$ cat src/design/board_pkg.sv
`default_nettype none

package board_pkg;

  // widths that carry a meaning on the board
  typedef logic [7:0]  byte_t;
  typedef logic [31:0] word_t;
  typedef logic [3:0]  nibble_t;
  // segments, seg[0] = CA .. seg[6] = CG, active low
  typedef logic [6:0]  seg_t;
  // digit enables, an[k] lights digit k, active low
  typedef logic [7:0]  anode_t;

  // first byte of every 5-byte host frame
  typedef enum logic [7:0] {
    CMD_SET_CMP    = 8'h01,
    CMD_SHOW_TIME  = 8'h02,
    CMD_SHOW_CMP   = 8'h03,
    CMD_CLEAR_TIME = 8'h04
  } cmd_e;

  // frame parser
  typedef enum logic [1:0] {
    IDLE,
    DATA,
    APPLY
  } ctrl_state_e;

  // serial receiver
  typedef enum logic [1:0] {
    RX_IDLE,
    RX_START,
    RX_DATA,
    RX_STOP
  } rx_state_e;

  // one received byte, valid is a single-cycle strobe
  typedef struct packed {
    logic  valid;
    byte_t data;
    logic  frame_err;
  } rx_byte_s;

  // controller to timer, both flags are single-cycle pulses
  typedef struct packed {
    logic  load_cmp;
    logic  clear_time;
    word_t cmp_value;
  } timer_ctl_s;

endpackage

`default_nettype wire

$ cat src/design/board_top.sv
`timescale 1ns/100ps
`default_nettype none

module board_top
  import board_pkg::*;
#(
  parameter int CLK_PER_BIT    = 868,
  parameter int TIMER_PRESCALE = 100,
  parameter int DIGIT_CYCLES   = 100000
) (
  input  logic   clk_i,
  input  logic   reset_n,
  input  logic   uart_rx,
  output seg_t   seg,
  output anode_t an,
  output logic   led_irq,
  output logic   led_frame_err
);

  rx_byte_s   rx_byte;
  timer_ctl_s timer_ctl;
  word_t      mtime;
  word_t      mtimecmp;
  word_t      disp_word;

  // host serial in
  uart_rx #(
    .CLK_PER_BIT(CLK_PER_BIT)
  ) uart_rx_i (
    .clk_i  (clk_i),
    .reset_n(reset_n),
    .rx     (uart_rx),
    .rx_byte(rx_byte)
  );

  // frame parser and display select
  cmd_ctrl cmd_ctrl_i (
    .clk_i        (clk_i),
    .reset_n      (reset_n),
    .rx_byte      (rx_byte),
    .mtime        (mtime),
    .mtimecmp     (mtimecmp),
    .timer_ctl    (timer_ctl),
    .disp_word    (disp_word),
    .led_frame_err(led_frame_err)
  );

  machine_timer #(
    .TIMER_PRESCALE(TIMER_PRESCALE)
  ) machine_timer_i (
    .clk_i    (clk_i),
    .reset_n  (reset_n),
    .timer_ctl(timer_ctl),
    .mtime    (mtime),
    .mtimecmp (mtimecmp),
    .led_irq  (led_irq)
  );

  // eight-digit hex display
  seg_scan #(
    .DIGIT_CYCLES(DIGIT_CYCLES)
  ) seg_scan_i (
    .clk_i    (clk_i),
    .reset_n  (reset_n),
    .disp_word(disp_word),
    .seg      (seg),
    .an       (an)
  );

endmodule

`default_nettype wire

$ cat src/design/cmd_ctrl.sv
`timescale 1ns/100ps
`default_nettype none

module cmd_ctrl
  import board_pkg::*;
(
  input  logic       clk_i,
  input  logic       reset_n,
  input  rx_byte_s   rx_byte,
  input  word_t      mtime,
  input  word_t      mtimecmp,
  output timer_ctl_s timer_ctl,
  output word_t      disp_word,
  output logic       led_frame_err
);

  ctrl_state_e state;
  // command byte of the frame in flight
  byte_t       cmd_q;
  // data bytes, first received ends up in [7:0]
  word_t       data_q;
  logic [1:0]  data_cnt;
  logic        show_cmp;
  logic        apply;

  assign apply = (state == APPLY);

  // frame parser
  always_ff @(posedge clk_i or negedge reset_n) begin
    if (!reset_n) begin
      state    <= IDLE;
      cmd_q    <= '0;
      data_cnt <= '0;
    end else begin
      case (state)
        // apply lasts one cycle, a byte then is a new command
        IDLE, APPLY: begin
          if (rx_byte.valid) begin
            cmd_q    <= rx_byte.data;
            data_cnt <= '0;
            state    <= DATA;
          end else begin
            state <= IDLE;
          end
        end
        DATA: begin
          if (rx_byte.valid) begin
            data_cnt <= data_cnt + 1'b1;
            // fourth data byte closes the frame
            if (data_cnt == 2'd3) begin
              state <= APPLY;
            end
          end
        end
        default: state <= IDLE;
      endcase
    end
  end

  always_ff @(posedge clk_i) begin
    if (state == DATA && rx_byte.valid) begin
      data_q <= {rx_byte.data, data_q[31:8]};
    end
  end

  // unknown codes fall through with no action
  assign timer_ctl.load_cmp   = apply && (cmd_q == CMD_SET_CMP);
  assign timer_ctl.clear_time = apply && (cmd_q == CMD_CLEAR_TIME);
  assign timer_ctl.cmp_value  = data_q;

  // display source select
  always_ff @(posedge clk_i or negedge reset_n) begin
    if (!reset_n) begin
      show_cmp <= 1'b0;
    end else if (apply) begin
      case (cmd_q)
        CMD_SHOW_CMP:  show_cmp <= 1'b1;
        CMD_SHOW_TIME: show_cmp <= 1'b0;
        default:       show_cmp <= show_cmp;
      endcase
    end
  end

  always_ff @(posedge clk_i or negedge reset_n) begin
    if (!reset_n) begin
      disp_word <= '0;
    end else begin
      disp_word <= show_cmp ? mtimecmp : mtime;
    end
  end

  // sticky until reset, the frame itself is still applied
  always_ff @(posedge clk_i or negedge reset_n) begin
    if (!reset_n) begin
      led_frame_err <= 1'b0;
    end else if (rx_byte.valid && rx_byte.frame_err) begin
      led_frame_err <= 1'b1;
    end
  end

  a_ctl_exclusive: assert property (@(posedge clk_i) disable iff (!reset_n)
    !(timer_ctl.load_cmp && timer_ctl.clear_time));

  // timer takes the pulse at the next edge
  a_cmp_loaded: assert property (@(posedge clk_i) disable iff (!reset_n)
    timer_ctl.load_cmp |=> (mtimecmp == $past(timer_ctl.cmp_value)));

  a_time_cleared: assert property (@(posedge clk_i) disable iff (!reset_n)
    timer_ctl.clear_time |=> (mtime == '0));

endmodule

`default_nettype wire

$ cat src/design/machine_timer.sv
`timescale 1ns/100ps
`default_nettype none

module machine_timer
  import board_pkg::*;
#(
  parameter int TIMER_PRESCALE = 100
) (
  input  logic       clk_i,
  input  logic       reset_n,
  input  timer_ctl_s timer_ctl,
  output word_t      mtime,
  output word_t      mtimecmp,
  output logic       led_irq
);

  localparam int PS_W = (TIMER_PRESCALE > 1) ? $clog2(TIMER_PRESCALE) : 1;
  localparam logic [PS_W-1:0] PS_LAST = PS_W'(TIMER_PRESCALE - 1);

  logic [PS_W-1:0] ps_cnt;
  logic            tick;

  // one mtime step per prescaler wrap
  assign tick = (ps_cnt == PS_LAST);

  always_ff @(posedge clk_i or negedge reset_n) begin
    if (!reset_n) begin
      ps_cnt <= '0;
      mtime  <= '0;
    end else if (timer_ctl.clear_time) begin
      // restart the prescaler with the count
      ps_cnt <= '0;
      mtime  <= '0;
    end else if (tick) begin
      ps_cnt <= '0;
      // wraps at 2^32
      mtime  <= mtime + 1'b1;
    end else begin
      ps_cnt <= ps_cnt + 1'b1;
    end
  end

  // all ones keeps the irq off until the host loads a value
  always_ff @(posedge clk_i or negedge reset_n) begin
    if (!reset_n) begin
      mtimecmp <= '1;
    end else if (timer_ctl.load_cmp) begin
      mtimecmp <= timer_ctl.cmp_value;
    end
  end

  // unsigned compare, one cycle late
  always_ff @(posedge clk_i or negedge reset_n) begin
    if (!reset_n) begin
      led_irq <= 1'b0;
    end else begin
      led_irq <= (mtime >= mtimecmp);
    end
  end

  // without a clear, mtime never moves by more than one step
  a_time_step: assert property (@(posedge clk_i) disable iff (!reset_n)
    !timer_ctl.clear_time |=> ((mtime - $past(mtime)) inside {32'd0, 32'd1}));

endmodule

`default_nettype wire

$ cat src/design/seg_scan.sv
`timescale 1ns/100ps
`default_nettype none

module seg_scan
  import board_pkg::*;
#(
  parameter int DIGIT_CYCLES = 100000
) (
  input  logic   clk_i,
  input  logic   reset_n,
  input  word_t  disp_word,
  output seg_t   seg,
  output anode_t an
);

  localparam int DW_W = (DIGIT_CYCLES > 1) ? $clog2(DIGIT_CYCLES) : 1;
  localparam logic [DW_W-1:0] DW_LAST = DW_W'(DIGIT_CYCLES - 1);

  logic [DW_W-1:0] dwell;
  // digit 0 is the least significant nibble
  logic [2:0]      digit;
  nibble_t         nib;

  // active low, bit 0 = CA, no decimal point
  function automatic seg_t hex_to_seg(nibble_t n);
    case (n)
      4'h0:    return 7'h40;
      4'h1:    return 7'h79;
      4'h2:    return 7'h24;
      4'h3:    return 7'h30;
      4'h4:    return 7'h19;
      4'h5:    return 7'h12;
      4'h6:    return 7'h02;
      4'h7:    return 7'h78;
      4'h8:    return 7'h00;
      4'h9:    return 7'h10;
      4'hA:    return 7'h08;
      4'hB:    return 7'h03;
      4'hC:    return 7'h46;
      4'hD:    return 7'h21;
      4'hE:    return 7'h06;
      default: return 7'h0E;
    endcase
  endfunction

  assign nib = disp_word[{digit, 2'b00} +: 4];

  // dwell then step to the next digit, 7 wraps to 0
  always_ff @(posedge clk_i or negedge reset_n) begin
    if (!reset_n) begin
      dwell <= '0;
      digit <= '0;
    end else if (dwell == DW_LAST) begin
      dwell <= '0;
      digit <= digit + 1'b1;
    end else begin
      dwell <= dwell + 1'b1;
    end
  end

  // segments and anode in the same register stage
  always_ff @(posedge clk_i or negedge reset_n) begin
    if (!reset_n) begin
      an  <= '1;
      seg <= '1;
    end else begin
      an  <= ~(anode_t'(1) << digit);
      seg <= hex_to_seg(nib);
    end
  end

  // blank only in the first cycle out of reset
  a_one_anode: assert property (@(posedge clk_i) disable iff (!reset_n)
    $past(reset_n) |-> $onehot(~an));

  // scan moves up one digit at a time and wraps
  a_scan_order: assert property (@(posedge clk_i) disable iff (!reset_n)
    ($past(reset_n) && $past(an) != '1 && an != $past(an))
      |-> (an == {$past(an[6:0]), $past(an[7])}));

endmodule

`default_nettype wire

$ cat src/design/uart_rx.sv
`timescale 1ns/100ps
`default_nettype none

module uart_rx
  import board_pkg::*;
#(
  parameter int CLK_PER_BIT = 868
) (
  input  logic     clk_i,
  input  logic     reset_n,
  input  logic     rx,
  output rx_byte_s rx_byte
);

  localparam int CNT_W = (CLK_PER_BIT > 1) ? $clog2(CLK_PER_BIT) : 1;
  localparam logic [CNT_W-1:0] BIT_LAST  = CNT_W'(CLK_PER_BIT - 1);
  localparam logic [CNT_W-1:0] HALF_LAST = CNT_W'(CLK_PER_BIT / 2 - 1);

  // [1] is the synced line, [2] the sample before it
  logic [2:0]       rx_sync;
  logic             rx_s;
  logic             fall;
  rx_state_e        state;
  logic [CNT_W-1:0] cyc_cnt;
  logic [2:0]       bit_cnt;
  byte_t            shift_q;
  logic             valid_q;
  logic             ferr_q;

  assign rx_s = rx_sync[1];
  // start bit is a falling edge, a low stop bit never re-arms
  assign fall = rx_sync[2] & ~rx_sync[1];

  // idle line is high
  always_ff @(posedge clk_i or negedge reset_n) begin
    if (!reset_n) begin
      rx_sync <= '1;
    end else begin
      rx_sync <= {rx_sync[1:0], rx};
    end
  end

  always_ff @(posedge clk_i or negedge reset_n) begin
    if (!reset_n) begin
      state   <= RX_IDLE;
      cyc_cnt <= '0;
      bit_cnt <= '0;
      valid_q <= 1'b0;
      ferr_q  <= 1'b0;
    end else begin
      // strobes by default
      valid_q <= 1'b0;
      ferr_q  <= 1'b0;
      case (state)
        RX_IDLE: begin
          cyc_cnt <= '0;
          bit_cnt <= '0;
          if (fall) begin
            state <= RX_START;
          end
        end
        RX_START: begin
          if (cyc_cnt == HALF_LAST) begin
            cyc_cnt <= '0;
            // line high again at mid-bit means a glitch
            state   <= rx_s ? RX_IDLE : RX_DATA;
          end else begin
            cyc_cnt <= cyc_cnt + 1'b1;
          end
        end
        RX_DATA: begin
          if (cyc_cnt == BIT_LAST) begin
            cyc_cnt <= '0;
            bit_cnt <= bit_cnt + 1'b1;
            if (bit_cnt == 3'd7) begin
              state <= RX_STOP;
            end
          end else begin
            cyc_cnt <= cyc_cnt + 1'b1;
          end
        end
        RX_STOP: begin
          if (cyc_cnt == BIT_LAST) begin
            // byte goes out even with a bad stop bit
            valid_q <= 1'b1;
            ferr_q  <= ~rx_s;
            state   <= RX_IDLE;
          end else begin
            cyc_cnt <= cyc_cnt + 1'b1;
          end
        end
        default: state <= RX_IDLE;
      endcase
    end
  end

  // lsb first, shifts in from the top
  always_ff @(posedge clk_i) begin
    if (state == RX_DATA && cyc_cnt == BIT_LAST) begin
      shift_q <= {rx_s, shift_q[7:1]};
    end
  end

  assign rx_byte = '{valid: valid_q, data: shift_q, frame_err: ferr_q};

  // a frame lasts ten bits, so the strobe never repeats back to back
  a_valid_strobe: assert property (@(posedge clk_i) disable iff (!reset_n)
    rx_byte.valid |=> !rx_byte.valid);

  a_state_legal: assert property (@(posedge clk_i) disable iff (!reset_n)
    state inside {RX_IDLE, RX_START, RX_DATA, RX_STOP});

endmodule

`default_nettype wire

$ cat config.mk
export PLATFORM = sky130hd
export DESIGN_NAME = board_top
export DESIGN_NICKNAME = d
export VERILOG_FILES = /design/src/design/board_pkg.sv /design/src/design/board_top.sv /design/src/design/cmd_ctrl.sv /design/src/design/machine_timer.sv /design/src/design/seg_scan.sv /design/src/design/uart_rx.sv
export SDC_FILE = /design/constraint.sdc
export NUM_CORES = 1
export LEC_CHECK = 0
export BUFFER_PORTS_ARGS = -buffer_cell sky130_fd_sc_hd__buf_2
export CORE_UTILIZATION = 56
export DETAILED_ROUTE_END_ITERATION = 7
export GPL_TIMING_DRIVEN = 0
export PLACE_DENSITY_LB_ADDON = 0.2
export SLEW_MARGIN = 10
export SYNTH_ARGS = -nofsm -noshare
export SYNTH_HDL_FRONTEND = slang
export SYNTH_SLANG_ARGS = --single-unit
$ cat constraint.sdc
create_clock -name clk_i -period 2.5 [get_ports clk_i]
set_input_delay 0.5 -clock clk_i [delete_from_list [all_inputs] [get_ports clk_i]]
set_output_delay 0.5 -clock clk_i [all_outputs]
set_load 0.005 [all_outputs]
==> out/metrics.csv, run 1 <==
stage,metric,value,unit
clocking,CTS H-Tree Depth,1,
drt,Top Layer Used,met4,
power,Seq pwr share,0.505,
drt,DRT Pass-1 Iters,5,
floorplanning,Cell Rows,47,
yosys,synthesized area,9670,sq um
timing,Slew Limit Fails,0,
cells_and_area,share of layout cells above drive strength 1,0.214,
cells_and_area,area grow syn2layout,13.6,%
worst_setup_path,WS Path Type,flip-flop to flip-flop,
drt,initial DRC count,478,
timing,Period minus WS final,2450,ps
yosys,#FFs+latches synth,213,
timing,period utilization,0.980,
drt,wl on met1,8690,microns
outcome,status,completed,
drt,DRT Wirelength,19600,microns
yosys,Synth warnings,0,
clocking,worst skew pair latency,510,ps
drt,WL met3,772,microns
yosys,post-synthesis sequential area ratio,0.578,
cells_and_area,Final Cell Area,11000,sq um
drt,routed wl met2,9730,microns
drt,# DRC,0,
global_routing,grt total ovfl,0,
min_path,HP Start,uart_rx,
yosys,Synth Area per Inst,11.6,sq um
timing,Worst Max-Slew Pin Slew,1090,ps
floorplanning,I/O pin count,20,
power,worst vdd ir,615,uV
yosys,syn_nets,891,
yosys,post-synthesis async set-or-reset flop share,0.812,
power,PD cells,659,nW/um^2
global_routing,largest net degree at the start of global routing,113,
clocking,clk buf depth,3,
timing,Layout Skew,21.3,ps
clocking,CTS Sinks,213,
worst_setup_path,WP data arrival,2790,ps
global_routing,total global-route track usage,0.232,
place,input/output buffers,19,
drt,remaining antenna violation count,0,
worst_setup_path,CP Launch Type,flip-flop,
worst_setup_path,WP data required,2840,ps
worst_setup_path,endpoint class of the critical path,flip-flop,
run,# Max-Cap Violations,0,
drt,vias,6443,
min_path,worst hold-check path type,primary input to flip-flop,
timing,final hold vios,0,
cells_and_area,number of antenna diodes,0,
worst_setup_path,worst-path fanout max,3,
power,Sw Pwr,1.58,mW
yosys,Synth cell types,56,
cells_and_area,Fill cells,1274,
cells_and_area,fin cells,1127,
place,placed inst area,10100,sq um
floorplanning,die height,133,microns
power,Clk pwr share,0.468,
floorplanning,Starting Density,0.579,
yosys,Gate Count Post-Synth,836,
place,dpl cells,1076,
clocking,Root Buffer,clkbuf_16,
global_routing,initial antenna violation count,0,
power,LEAKAGE,4.80,nW
floorplanning,die width,133,microns
global_routing,number of global-route vias before repair,6392,
place,routability congestion estimate,0.845,
power,Int Pwr,5.66,mW
timing,Final setup viols,0,
power,Tot Pwr,7.24,mW
yosys,Post-synth top flop,dfrtp_1,
yosys,number of synthesized flops with an enable pin,40,
clocking,CTS tree,done,
cells_and_area,NumNets Final,945,
clocking,Worst-path clk slew,60,ps
timing,worst relative slew slack,0.267,
worst_setup_path,RR Startpoint,machine_timer_i.mtimecmp[19]$_DFFE_PN1P_,
global_routing,first-pass GRT wire length,32600,microns
place,dpl hpwl,13600,microns
floorplanning,core area,16700,sq um
power,switching share of power,0.219,
clocking,CTS buffer count,23,
worst_setup_path,Worst Setup SP,machine_timer_i.mtimecmp[19]$_DFFE_PN1P_,
drt,via/cell ratio,5.72,
drt,routed len/inst,17.4,microns
power,Combinational Power Share,0.026,
floorplanning,DIE AREA,17800,sq um
timing,Achievable Freq,0.408,GHz
sequential cells by signal, summed over array words and instances (netlist names), 2 cells and up, named ones only:
| name | count |
|---|---|
| cmd_ctrl_i.data_cnt | 2 |
| cmd_ctrl_i.cmd_q | 8 |
| cmd_ctrl_i.disp_word | 32 |
| cmd_ctrl_i.data_q | 32 |
| machine_timer_i.mtimecmp | 32 |
| machine_timer_i.mtime | 32 |
| seg_scan_i.an | 8 |
| uart_rx_i.cyc_cnt | 10 |
| uart_rx_i.shift_q | 8 |
| seg_scan_i.dwell | 17 |
| uart_rx_i.bit_cnt | 3 |
| uart_rx_i.rx_sync | 3 |
| seg_scan_i.digit | 3 |
| seg_scan_i.seg | 7 |
| machine_timer_i.ps_cnt | 7 |
| cmd_ctrl_i.state | 2 |
power by group through the flow:
stage                     combinational [mW]  sequential (mW)  clock [mW]
after global placement                 0.166             3.71           0
after detailed placement               0.181             3.72           0
after global routing                   0.221             3.67        3.59
after floorplan                        0.101             3.70           0
after CTS                              0.187             3.65        3.45
final                                  0.191             3.66        3.39
cells in the mapped netlist (2+ instances only):
cell type,number,area share
dfrtp_1,123,0.32
nand2_1,102,0.040
nor2_1,71,0.028
ha_1,52,0.067
dfstp_2,50,0.14
inv_1,46,0.018
edfxtp_1,40,0.12
o21ai_0,40,0.021
nand3_1,39,0.020
mux2_2,38,0.044
xor2_1,35,0.032
a21oi_1,23,0.012
nand4_1,20,0.013
xnor2_1,19,0.017
clkbuf_1,14,0.0054
and3_1,9,0.0058
nand2b_1,7,0.0045
and4_1,6,0.0054
mux4_2,6,0.014
nor3_1,6,0.0031
a21o_1,5,0.0039
a22o_1,5,0.0045
and2_1,5,0.0032
mux2i_1,5,0.0052
o21ai_1,5,0.0026
a21boi_0,4,0.0031
buf_4,4,0.0031
nor2b_1,4,0.0026
nor4_1,4,0.0026
or3_1,4,0.0026
a2111oi_0,3,0.0027
buf_2,3,0.0016
clkbuf_2,3,0.0016
o31ai_1,3,0.0023
or4b_1,3,0.0031
a211oi_1,2,0.0016
a221o_1,2,0.0021
buf_1,2,0.00078
nand3b_1,2,0.0016
nor4b_1,2,0.0018
o211ai_1,2,0.0016
o2bb2ai_1,2,0.0018
or2_2,2,0.0013
or4_1,2,0.0016
worst paths after layout:
kind,to,slack [ps],depth (start not counted)
worst max-delay path,machine_timer_i.led_irq$_DFF_PN0_,50,7
worst min-delay path,uart_rx_i.rx_sync[0]$_DFF_PN1_,90,1
worst max register to register,machine_timer_i.led_irq$_DFF_PN0_,50,7
worst min register to register,uart_rx_i.rx_sync[1]$_DFF_PN1_,360,0
max in group asynchronous,machine_timer_i.mtimecmp[21]$_DFFE_PN1P_,1100,3
min in group asynchronous,seg_scan_i.dwell[12]$_DFF_PN0_,520,2
final cells by class:
class / instances / area (sq um) / share of cell area
multi-input cells: 550 / 3840 / 0.349
repair buffers: 30 / 210 / 0.0191
clock inverters: 16 / 149 / 0.0136
inverters: 47 / 176 / 0.0161
plain buffers: 25 / 128 / 0.0116
flip-flops and latches: 213 / 5590 / 0.509
well taps: 220 / 275 / 0.0251
clock buffers: 26 / 618 / 0.0563
kinds of logic after synthesis:
logic type / count (synthesis) / share of synthesized area
muxes: 49 / 0.0634
adders and majority gates: 52 / 0.0673
DFF: 213 / 0.578
xor gates and xnor gates: 54 / 0.0489
and+or+nand+nor: 294 / 0.148
AOI/OAI and AO/OA: 101 / 0.0632
buffers and inverters: 73 / 0.0307
worst max-delay path: stages (launching register included):
cell and delay (ps):
dfstp_2 530, inv_1 50, ha_1 310, a21oi_1 150, o21ai_0 100, a221o_1 380, a2111oi_1 530, o21ai_0 230
layout by cell type (no fill, tap or decap), drive strengths merged, types with 6 or more instances in the layout:
cell    Yosys  routed
nor2       71      71
dfstp      50      50
ha         52      52
mux4        6       6
a21oi      23      23
nand3      39      39
clkinv      1      11
nand2     102     102
mux2       38      38
edfxtp     40      40
and3        9       9
xnor2      19      19
nand4      20      20
buf         9      38
xor2       35      35
and4        6       6
dfrtp     123     123
inv        46      48
o21ai      45      45
clkbuf     17      42
nor3        6       6
nand2b      7       7
timing repair:
| item | CTS | global route |
|---|---|---|
| endpoints found under the hold margin | 56 | 0 |
| endpoints found under the setup margin | 30 | 26 |
| setup buffers | 4 | 5 |
| hold buffers | 1 | 0 |
| pin swaps | 2 | 2 |
| gates resized for setup | 8 | 13 |
| gates cloned | 0 | 0 |
metrics by stage:
stage	setup TNS (ps)	setup WS, ps	utilization	hold slack [ps]
floorplan	0	173	-	204
global placement	-225960	-1590	0.601	352
detailed placement	-3250	-312	0.603	348
CTS	0	0.217	0.653	72.6
global route	-40.2	-36.2	0.658	69.1
finish	0	51.1	0.658	91.6
layer usage:
metal  GRT usage  vias to the layer above
met5           0                        -
met4      0.0606                        0
met3      0.0384                       36
met2       0.390                      128
met1       0.314                     3270
li1            -                     3009
(Power assumes the default switching activity.)
==> run 2: changes to the inputs <==
--- a/config.mk
+++ b/config.mk
@@ -5,11 +5,12 @@
 export SDC_FILE = /design/constraint.sdc
 export NUM_CORES = 1
 export LEC_CHECK = 0
+export ABC_AREA = 1
 export BUFFER_PORTS_ARGS = -buffer_cell sky130_fd_sc_hd__buf_2
-export CORE_UTILIZATION = 56
+export CORE_UTILIZATION = 57
 export DETAILED_ROUTE_END_ITERATION = 7
 export GPL_TIMING_DRIVEN = 0
-export PLACE_DENSITY_LB_ADDON = 0.2
+export PLACE_DENSITY_LB_ADDON = 0.3
 export SLEW_MARGIN = 10
 export SYNTH_ARGS = -nofsm -noshare
 export SYNTH_HDL_FRONTEND = slang
==> run 2 against run 1 <==
Register-to-register slack better by 480 ps. Largest cell class unchanged. Critical path type unchanged. First-iteration DRC count down 6.5%. Setup slack better by 480 ps. Combinational power up 70%. Total power up 1.5%. Via count up 22%. Area after synthesis up 11%. Final area up 9.1%. Clock skew down 10 ps. Sequential share of layout area down 4.2 points.
==> out/metrics.csv, run 2 <==
stage,metric,value,unit,change
outcome,status,completed,,
drt,via/cell ratio,5.33,,-6.8%
clocking,clk buf depth,3,,unchanged
floorplanning,DIE AREA,19400,sq um,+9.1%
timing,period utilization,0.787,,-0.192
timing,final hold vios,0,,unchanged
yosys,Synth area leader,dfrtp_1,,
timing,unrepaired setup endpoints after global routing,false,,
min_path,Hold Path Sink,uart_rx_i.rx_sync[0]$_DFF_PN1_,,
clocking,worst skew pair latency,510,ps,about the same
worst_setup_path,CP max-delay cell,nor2_1,,
floorplanning,die width,139,microns,+4.4%
floorplanning,Cell Rows,49,,+4.3%
drt,initial DRC count,447,,-6.5%
worst_setup_path,worst-path cell chain,"ha_1, nand2_1, nor2_1, nand3_2, nor2_1",,
worst_setup_path,WP data required,2630,ps,-210 ps
global_routing,grt total ovfl,0,,unchanged
clocking,Worst-path clk slew,60,ps,about the same
worst_setup_path,WP data arrival,2100,ps,-690 ps
worst_setup_path,"most used cell, CP",nor2_1,,
global_routing,largest net degree at the start of global routing,96,,-15%
drt,routed len/inst,15.4,microns,-12%
cells_and_area,area grow syn2layout,11.5,%,
cells_and_area,NumNets Final,1286,,+36%
floorplanning,core area,18200,sq um,+9.0%
place,dpl cells,1434,,+33%
cells_and_area,share of layout cells above drive strength 1,0.167,,-0.0471
yosys,number of synthesized flops with an enable pin,40,,unchanged
yosys,synthesized area,10700,sq um,+11%
yosys,top-count cell post-synth,nand2_1,,
clocking,CTS tree,done,,
worst_setup_path,R2R setup slack,530,ps,+480 ps
global_routing,number of global-route vias before repair,7753,,+21%
global_routing,initial antenna violation count,0,,unchanged
drt,vias,7867,,+22%
drt,DRT Pass-1 Iters,5,,unchanged
yosys,post-synthesis sequential area ratio,0.520,,-0.0581
yosys,Synth area leaders,"dfrtp_1, dfstp_2, edfxtp_1, nand2_1, ha_1",,
run,# Max-Cap Violations,0,,unchanged
floorplanning,Starting Density,0.590,,+0.0113
global_routing,first-pass GRT wire length,37700,microns,+15%
place,routability congestion estimate,0.919,,+8.7%
power,Tot Pwr,7.36,mW,+1.5%
worst_setup_path,RR Startpoint,uart_rx_i.cyc_cnt[0]$_DFFE_PN0N_,,
clocking,post-CTS setup buffers,0,,-4
yosys,syn_nets,1239,,+39%
place,placed inst area,11200,sq um,+11%
cells_and_area,Final Cell Area,12000,sq um,+9.1%
min_path,hold depth,1,,unchanged
clocking,# resized after CTS,0,,-8
yosys,post-synthesis async set-or-reset flop share,0.812,,unchanged
floorplanning,I/O pin count,20,,unchanged
global_routing,total global-route track usage,0.244,,+0.0121
drt,remaining antenna violation count,0,,unchanged
worst_setup_path,worst r2r path cells,5,,-2
yosys,fraction of synthesized cell area taken by the top area cell type,0.286,,-0.0320
clocking,Root Buffer,clkbuf_16,,
yosys,#FFs+latches synth,213,,unchanged
clocking,CTS Sinks,213,,unchanged
yosys,Synth cell types,44,,-21%
power,PD cells,614,nW/um^2,-6.9%
yosys,Synth Area per Inst,9.08,sq um,-22%
floorplanning,die height,139,microns,+4.4%
min_path,worst hold-check path type,primary input to flip-flop,,
drt,# DRC,0,,unchanged
timing,Slew Limit Fails,0,,unchanged
min_path,HP Start,uart_rx,,
worst_setup_path,WS Path Type,flip-flop to flip-flop,,
power,worst vdd ir,569,uV,-7.4%
worst_setup_path,reg2reg end,uart_rx_i.shift_q[2]$_DFFE_PP_,,
timing,worst relative slew slack,0.479,,+0.212
worst_setup_path,CP Launch Type,flip-flop,,
cells_and_area,fin cells,1476,,+31%
drt,DRT Wirelength,22700,microns,+15%
worst_setup_path,endpoint class of the critical path,flip-flop,,
timing,Worst Max-Slew Pin Slew,778,ps,-315 ps
timing,Period minus WS final,1970,ps,-480 ps
yosys,Gate Count Post-Synth,1184,,+42%
clocking,CTS Hold Bufs,1,,unchanged
cells_and_area,most frequent cells in the layout,"nand2_1, inv_1, nor2_1",,
cells_and_area,number of antenna diodes,0,,unchanged
place,input/output buffers,19,,unchanged
cells_and_area,"commonest non-fill, non-tap cell in the layout",nand2_1,,
clocking,CTS buffer count,23,,unchanged
timing,Achievable Freq,0.508,GHz,+24%
power,LEAKAGE,5.58,nW,+16%
yosys,Synth warnings,0,,unchanged
worst_setup_path,Critical Path Max Stage Delay,630,ps,+100 ps
worst_setup_path,worst-path fanout max,10,,+7
clocking,CTS H-Tree Depth,1,,unchanged
timing,Final setup viols,0,,unchanged
yosys,Post-synth top flop,dfrtp_1,,
yosys,most common library cells after synthesis,"nand2_1, inv_1, nor2_1",,
timing,Layout Skew,11.1,ps,-10.3 ps
place,dpl hpwl,16600,microns,+23%
## run 2: cell count changes in the layout (fill, tap and decap cells not counted), moves of 12 or more
cell     before  now
nand2_1     102  283
inv_1        45  145
nor2_1       69  144
mux2_2       38    2
mux2_4        0   30
xor2_1       35   10
a21oi_1      23   44
o21ai_0      40   61
nand3_1      39   59
xnor2_1      19    2
inv_2         0   14
nand2_2       0   12
## run 2: cells by family (layout without fill, tap and decap cells)
family          after synthesis  count (layout)  share of synthesized area
flops                       213             213                      0.520
compound gates              128             128                     0.0621
mux                          32              32                     0.0440
buf+inv                     180             243                     0.0687
fa+ha+maj                    52              52                     0.0605
xor+xnor                     12              12                    0.00978
simple gates                567             567                      0.234
## run 2: area by class of cell
cell class,instances,area (sq um)
fillers,1413,6230
clock buffers,35,681
flip-flops and latches,213,5590
inverters,160,603
well taps,229,287
repair buffers,22,170
clock inverters,6,88.8
plain buffers,20,135
multi-input cells,791,4420
## run 2: worst max-delay path by stage
stage                                      from                                  to  cells after the start
2_1_floorplan   cmd_ctrl_i.state[1]$_DFFE_PN0P_  cmd_ctrl_i.data_cnt[0]$_DFFE_PN0P_                      6
3_3_place_gp                            reset_n    uart_rx_i.cyc_cnt[0]$_DFFE_PN0N_                      1
3_5_place_dp   uart_rx_i.cyc_cnt[0]$_DFFE_PN0N_      uart_rx_i.shift_q[0]$_DFFE_PP_                      5
4_1_cts        uart_rx_i.cyc_cnt[0]$_DFFE_PN0N_      uart_rx_i.shift_q[2]$_DFFE_PP_                      5
5_1_grt        uart_rx_i.cyc_cnt[0]$_DFFE_PN0N_      uart_rx_i.shift_q[2]$_DFFE_PP_                      5
6_report       uart_rx_i.cyc_cnt[0]$_DFFE_PN0N_      uart_rx_i.shift_q[2]$_DFFE_PP_                      5
## run 2: layer usage
metal | global-route usage | vias up | routed length [microns]
met2 | 0.410 | 191 | 10800
met5 | 0 | - | 0
met3 | 0.0344 | 55 | 1050
met1 | 0.325 | 3713 | 10100
li1 | - | 3908 | -
met4 | 0.0865 | 0 | 748
## run 2: worst max-delay path: cells and delay by family, from the launching register on
kind          cells  cell delay, ps
simple gates      4             970
fa+ha+maj         1             210
flops             1             410
## run 2: where the power goes
part,total (mW),switching (mW),internal [mW]
clock,3.41,1.33,2.08
sequential,3.62,0.0462,3.58
combinational,0.325,0.229,0.0959
total,7.36,1.60,5.75
## run 2: per-stage QoR
stage | setup WS, ps | TNS, ps | utilization | hold slack, ps
finish | 531 | 0 | 0.658 | 91.8
global route | 320 | 0 | 0.658 | 75.8
CTS | 504 | 0 | 0.658 | 81.2
detailed placement | 521 | 0 | 0.615 | 348
global placement | -1670 | -253400 | 0.611 | 349
floorplan | 34.4 | 0 | - | 204
==> run 3: changes to the inputs <==
--- a/config.mk
+++ b/config.mk
@@ -7,7 +7,7 @@
 export LEC_CHECK = 0
 export ABC_AREA = 1
 export BUFFER_PORTS_ARGS = -buffer_cell sky130_fd_sc_hd__buf_2
-export CORE_UTILIZATION = 57
+export CORE_UTILIZATION = 60
 export DETAILED_ROUTE_END_ITERATION = 7
 export GPL_TIMING_DRIVEN = 0
 export PLACE_DENSITY_LB_ADDON = 0.3
==> constraint.sdc (replaced) <==
create_clock -name clk_i -period 1.9 [get_ports clk_i]
set_input_delay 0.38 -clock clk_i [delete_from_list [all_inputs] [get_ports clk_i]]
set_output_delay 0.38 -clock clk_i [all_outputs]
set_load 0.005 [all_outputs]
==> run 3 against run 2 <==
Non-clock buffer count increased by 1. Hold slack gained 260 ps. Setup slack lost 420 ps. Sequential share of layout area down 0.13 points. Largest cell class unchanged. Sequential power grew 32%. Largest power group unchanged. Register-to-register slack got worse by 420 ps. Critical path type unchanged. Die area decreased by 4.9%. Clock skew grew 11 ps. Critical path depth increased by 8. Count of clock-buffer cells in the layout fell by 4. Core utilization up 3.2 points. Sequential cell count is the same.
==> out/metrics.csv, run 3 (same netlist as run 2, synthesis figures left out) <==
stage,metric,value,unit,change
worst_setup_path,worst-path cell chain,"buf_6, buf_6, nor2_2, nor2_1, o21ai_0, nand3_1, nand2_4, inv_2, ha_2, nand2_1, o21ai_1, nand2_1, nand2_1",,
floorplanning,DIE AREA,18400,sq um,-4.9%
power,PD cells,805,nW/um^2,+31%
worst_setup_path,CP Launch Type,flip-flop,,
worst_setup_path,RR Startpoint,seg_scan_i.digit[0]$_DFFE_PN0N_,,
power,LEAKAGE,5.57,nW,-0.21%
cells_and_area,area grow syn2layout,11.8,%,
worst_setup_path,WP data arrival,2210,ps,+110 ps
worst_setup_path,endpoint class of the critical path,flip-flop,,
drt,DRT Wirelength,23100,microns,+2.0%
cells_and_area,"commonest non-fill, non-tap cell in the layout",nand2_1,,
floorplanning,die height,136,microns,-2.5%
min_path,Hold Path Sink,uart_rx_i.rx_sync[1]$_DFF_PN1_,,
drt,remaining antenna violation count,0,,unchanged
power,Sw Pwr,2.14,mW,+34%
global_routing,grt total ovfl,0,,unchanged
worst_setup_path,WP data required,2320,ps,-310 ps
drt,vias,7975,,+1.4%
timing,unrepaired setup endpoints after global routing,true,,
clocking,worst skew pair latency,510,ps,about the same
power,Seq pwr share,0.493,,about the same
clocking,CTS buffer count,23,,unchanged
power,Tot Pwr,9.67,mW,+31%
timing,Achievable Freq,0.559,GHz,+10%
timing,final hold vios,0,,unchanged
global_routing,largest net degree at the start of global routing,96,,unchanged
outcome,status,completed,,
worst_setup_path,worst-path fanout max,10,,unchanged
cells_and_area,share of layout cells above drive strength 1,0.175,,+0.00774
clocking,Root Buffer,clkbuf_16,,
global_routing,first-pass GRT wire length,37900,microns,+0.62%
clocking,Worst-path clk slew,60,ps,about the same
timing,Worst Max-Slew Pin Slew,616,ps,-162 ps
timing,Slew Limit Fails,0,,unchanged
min_path,HP Start,uart_rx_i.rx_sync[0]$_DFF_PN1_,,
timing,Final setup viols,0,,unchanged
power,switching share of power,0.222,,+0.00370
global_routing,total global-route track usage,0.265,,+0.0208
cells_and_area,NumNets Final,1287,,+0.078%
worst_setup_path,Critical Path Max Stage Delay,400,ps,-230 ps
worst_setup_path,R2R setup slack,110,ps,-420 ps
timing,worst relative slew slack,0.589,,+0.110
cells_and_area,fin cells,1474,,-0.14%
place,dpl cells,1430,,-0.28%
worst_setup_path,CP max-delay cell,dfrtp_1,,
drt,via/cell ratio,5.41,,+1.5%
drt,initial DRC count,527,,+18%
place,dpl hpwl,16900,microns,+1.5%
clocking,CTS H-Tree Depth,1,,unchanged
place,Place WS,-81.3,ps,-603 ps
worst_setup_path,WS Path Type,flip-flop to flip-flop,,
cells_and_area,fin util,0.690,,+0.0318
timing,post-route setup slack,111,ps,-421 ps
drt,routed len/inst,15.7,microns,+2.2%
floorplanning,die width,136,microns,-2.5%
floorplanning,I/O pin count,20,,unchanged
power,Clk pwr share,0.463,,about the same
timing,Fin Hold WS,356,ps,+264 ps
power,Combinational Power Share,0.044,,about the same
worst_setup_path,worst r2r path cells,13,,+8
timing,Period minus WS final,1790,ps,-179 ps
timing,period utilization,0.942,,+0.154
cells_and_area,most frequent cells in the layout,"nand2_1, inv_1, nor2_1",,
global_routing,initial antenna violation count,0,,unchanged
clocking,CTS tree,done,,
power,worst vdd ir,1140,uV,+100%
floorplanning,core area,17400,sq um,-4.3%
drt,DRT Pass-1 Iters,5,,unchanged
min_path,hold depth,0,,-1
place,input/output buffers,19,,unchanged
cells_and_area,multi-input logic area,4470,sq um,+0.96%
run,# Max-Cap Violations,0,,unchanged
cells_and_area,register area,5590,sq um,unchanged
drt,# DRC,0,,unchanged
min_path,worst hold-check path type,flip-flop to flip-flop,,
worst_setup_path,"most used cell, CP",nand2_1,,
cells_and_area,Fill cells,1354,,-4.2%
worst_setup_path,reg2reg end,seg_scan_i.seg[0]$_DFF_PN1_,,
timing,Layout Skew,21.7,ps,+10.7 ps
global_routing,number of global-route vias before repair,7704,,-0.63%
clocking,CTS Sinks,213,,unchanged
power,Int Pwr,7.53,mW,+31%
floorplanning,Cell Rows,48,,-2.0%
floorplanning,Starting Density,0.617,,+0.0268
worst_setup_path,Worst Setup SP,seg_scan_i.digit[0]$_DFFE_PN0N_,,
clocking,clk buf depth,3,,unchanged
place,routability congestion estimate,0.937,,+2.0%
cells_and_area,number of antenna diodes,0,,unchanged
[run 3: cell type report]
type,count,share of cell area
tap,225,0.0234
timing repair buffer,25,0.0156
sequential,213,0.466
multi-input combinational,791,0.372
inverter,160,0.0502
clock inverter,11,0.0119
buffer,18,0.0103
clock buffer,31,0.0512
[run 3: what timing repair did]
| action | 4_1_cts | 5_1_grt |
|---|---|---|
| endpoints found under the setup margin | 14 | 10 |
| gates resized for setup | 3 | 11 |
| pin swaps | 1 | 2 |
| hold endpoints to repair | 44 | 0 |
| setup buffers | 0 | 2 |
| hold buffers | 2 | 0 |
[run 3: worst max path at each step]
stage | end | slack, ps | cells past startpoint
2_1_floorplan | cmd_ctrl_i.data_cnt[0]$_DFFE_PN0P_ | 30 | 6
4_1_cts | seg_scan_i.seg[3]$_DFF_PN1_ | 30 | 13
3_5_place_dp | uart_rx_i.shift_q[0]$_DFFE_PP_ | -80 | 5
3_3_place_gp | async pin | -2140 | 1
5_1_grt | seg_scan_i.seg[3]$_DFF_PN1_ | -50 | 13
6_report | seg_scan_i.seg[0]$_DFF_PN1_ | 110 | 13
[run 3: stage by stage]
| stage | instance area, sq um | setup TNS (ps) |
|---|---|---|
| after floorplan | 10700 | 0 |
| after global placement | 11100 | -329520 |
| after detailed placement | 11200 | -766 |
| after CTS | 12000 | 0 |
| after global routing | 12000 | -90.1 |
| final | 12000 | 0 |
[run 3: power groups by stage]
stage	clock network (mW)	registers, mW	logic [mW]
after floorplan	0	4.83	0.283
after global placement	0	4.84	0.406
after global routing	4.74	4.77	0.496
after detailed placement	0	4.85	0.424
after CTS	4.56	4.76	0.432
final	4.47	4.77	0.429
[run 3: per-layer routing]
metal,vias to the layer above,part of all wire,track usage
met2,222,0.48,0.453
met1,3781,0.43,0.345
met4,0,0.031,0.0930
met5,-,0,0
met3,65,0.054,0.0362
li1,3907,-,-
[run 3: worst max-delay path: cells and delay by family, from the launching register on]
kind	cells	cell delay (ps)
compound gates	2	130
flops	1	400
simple gates	7	640
buf+inv	3	350
fa+ha+maj	1	190
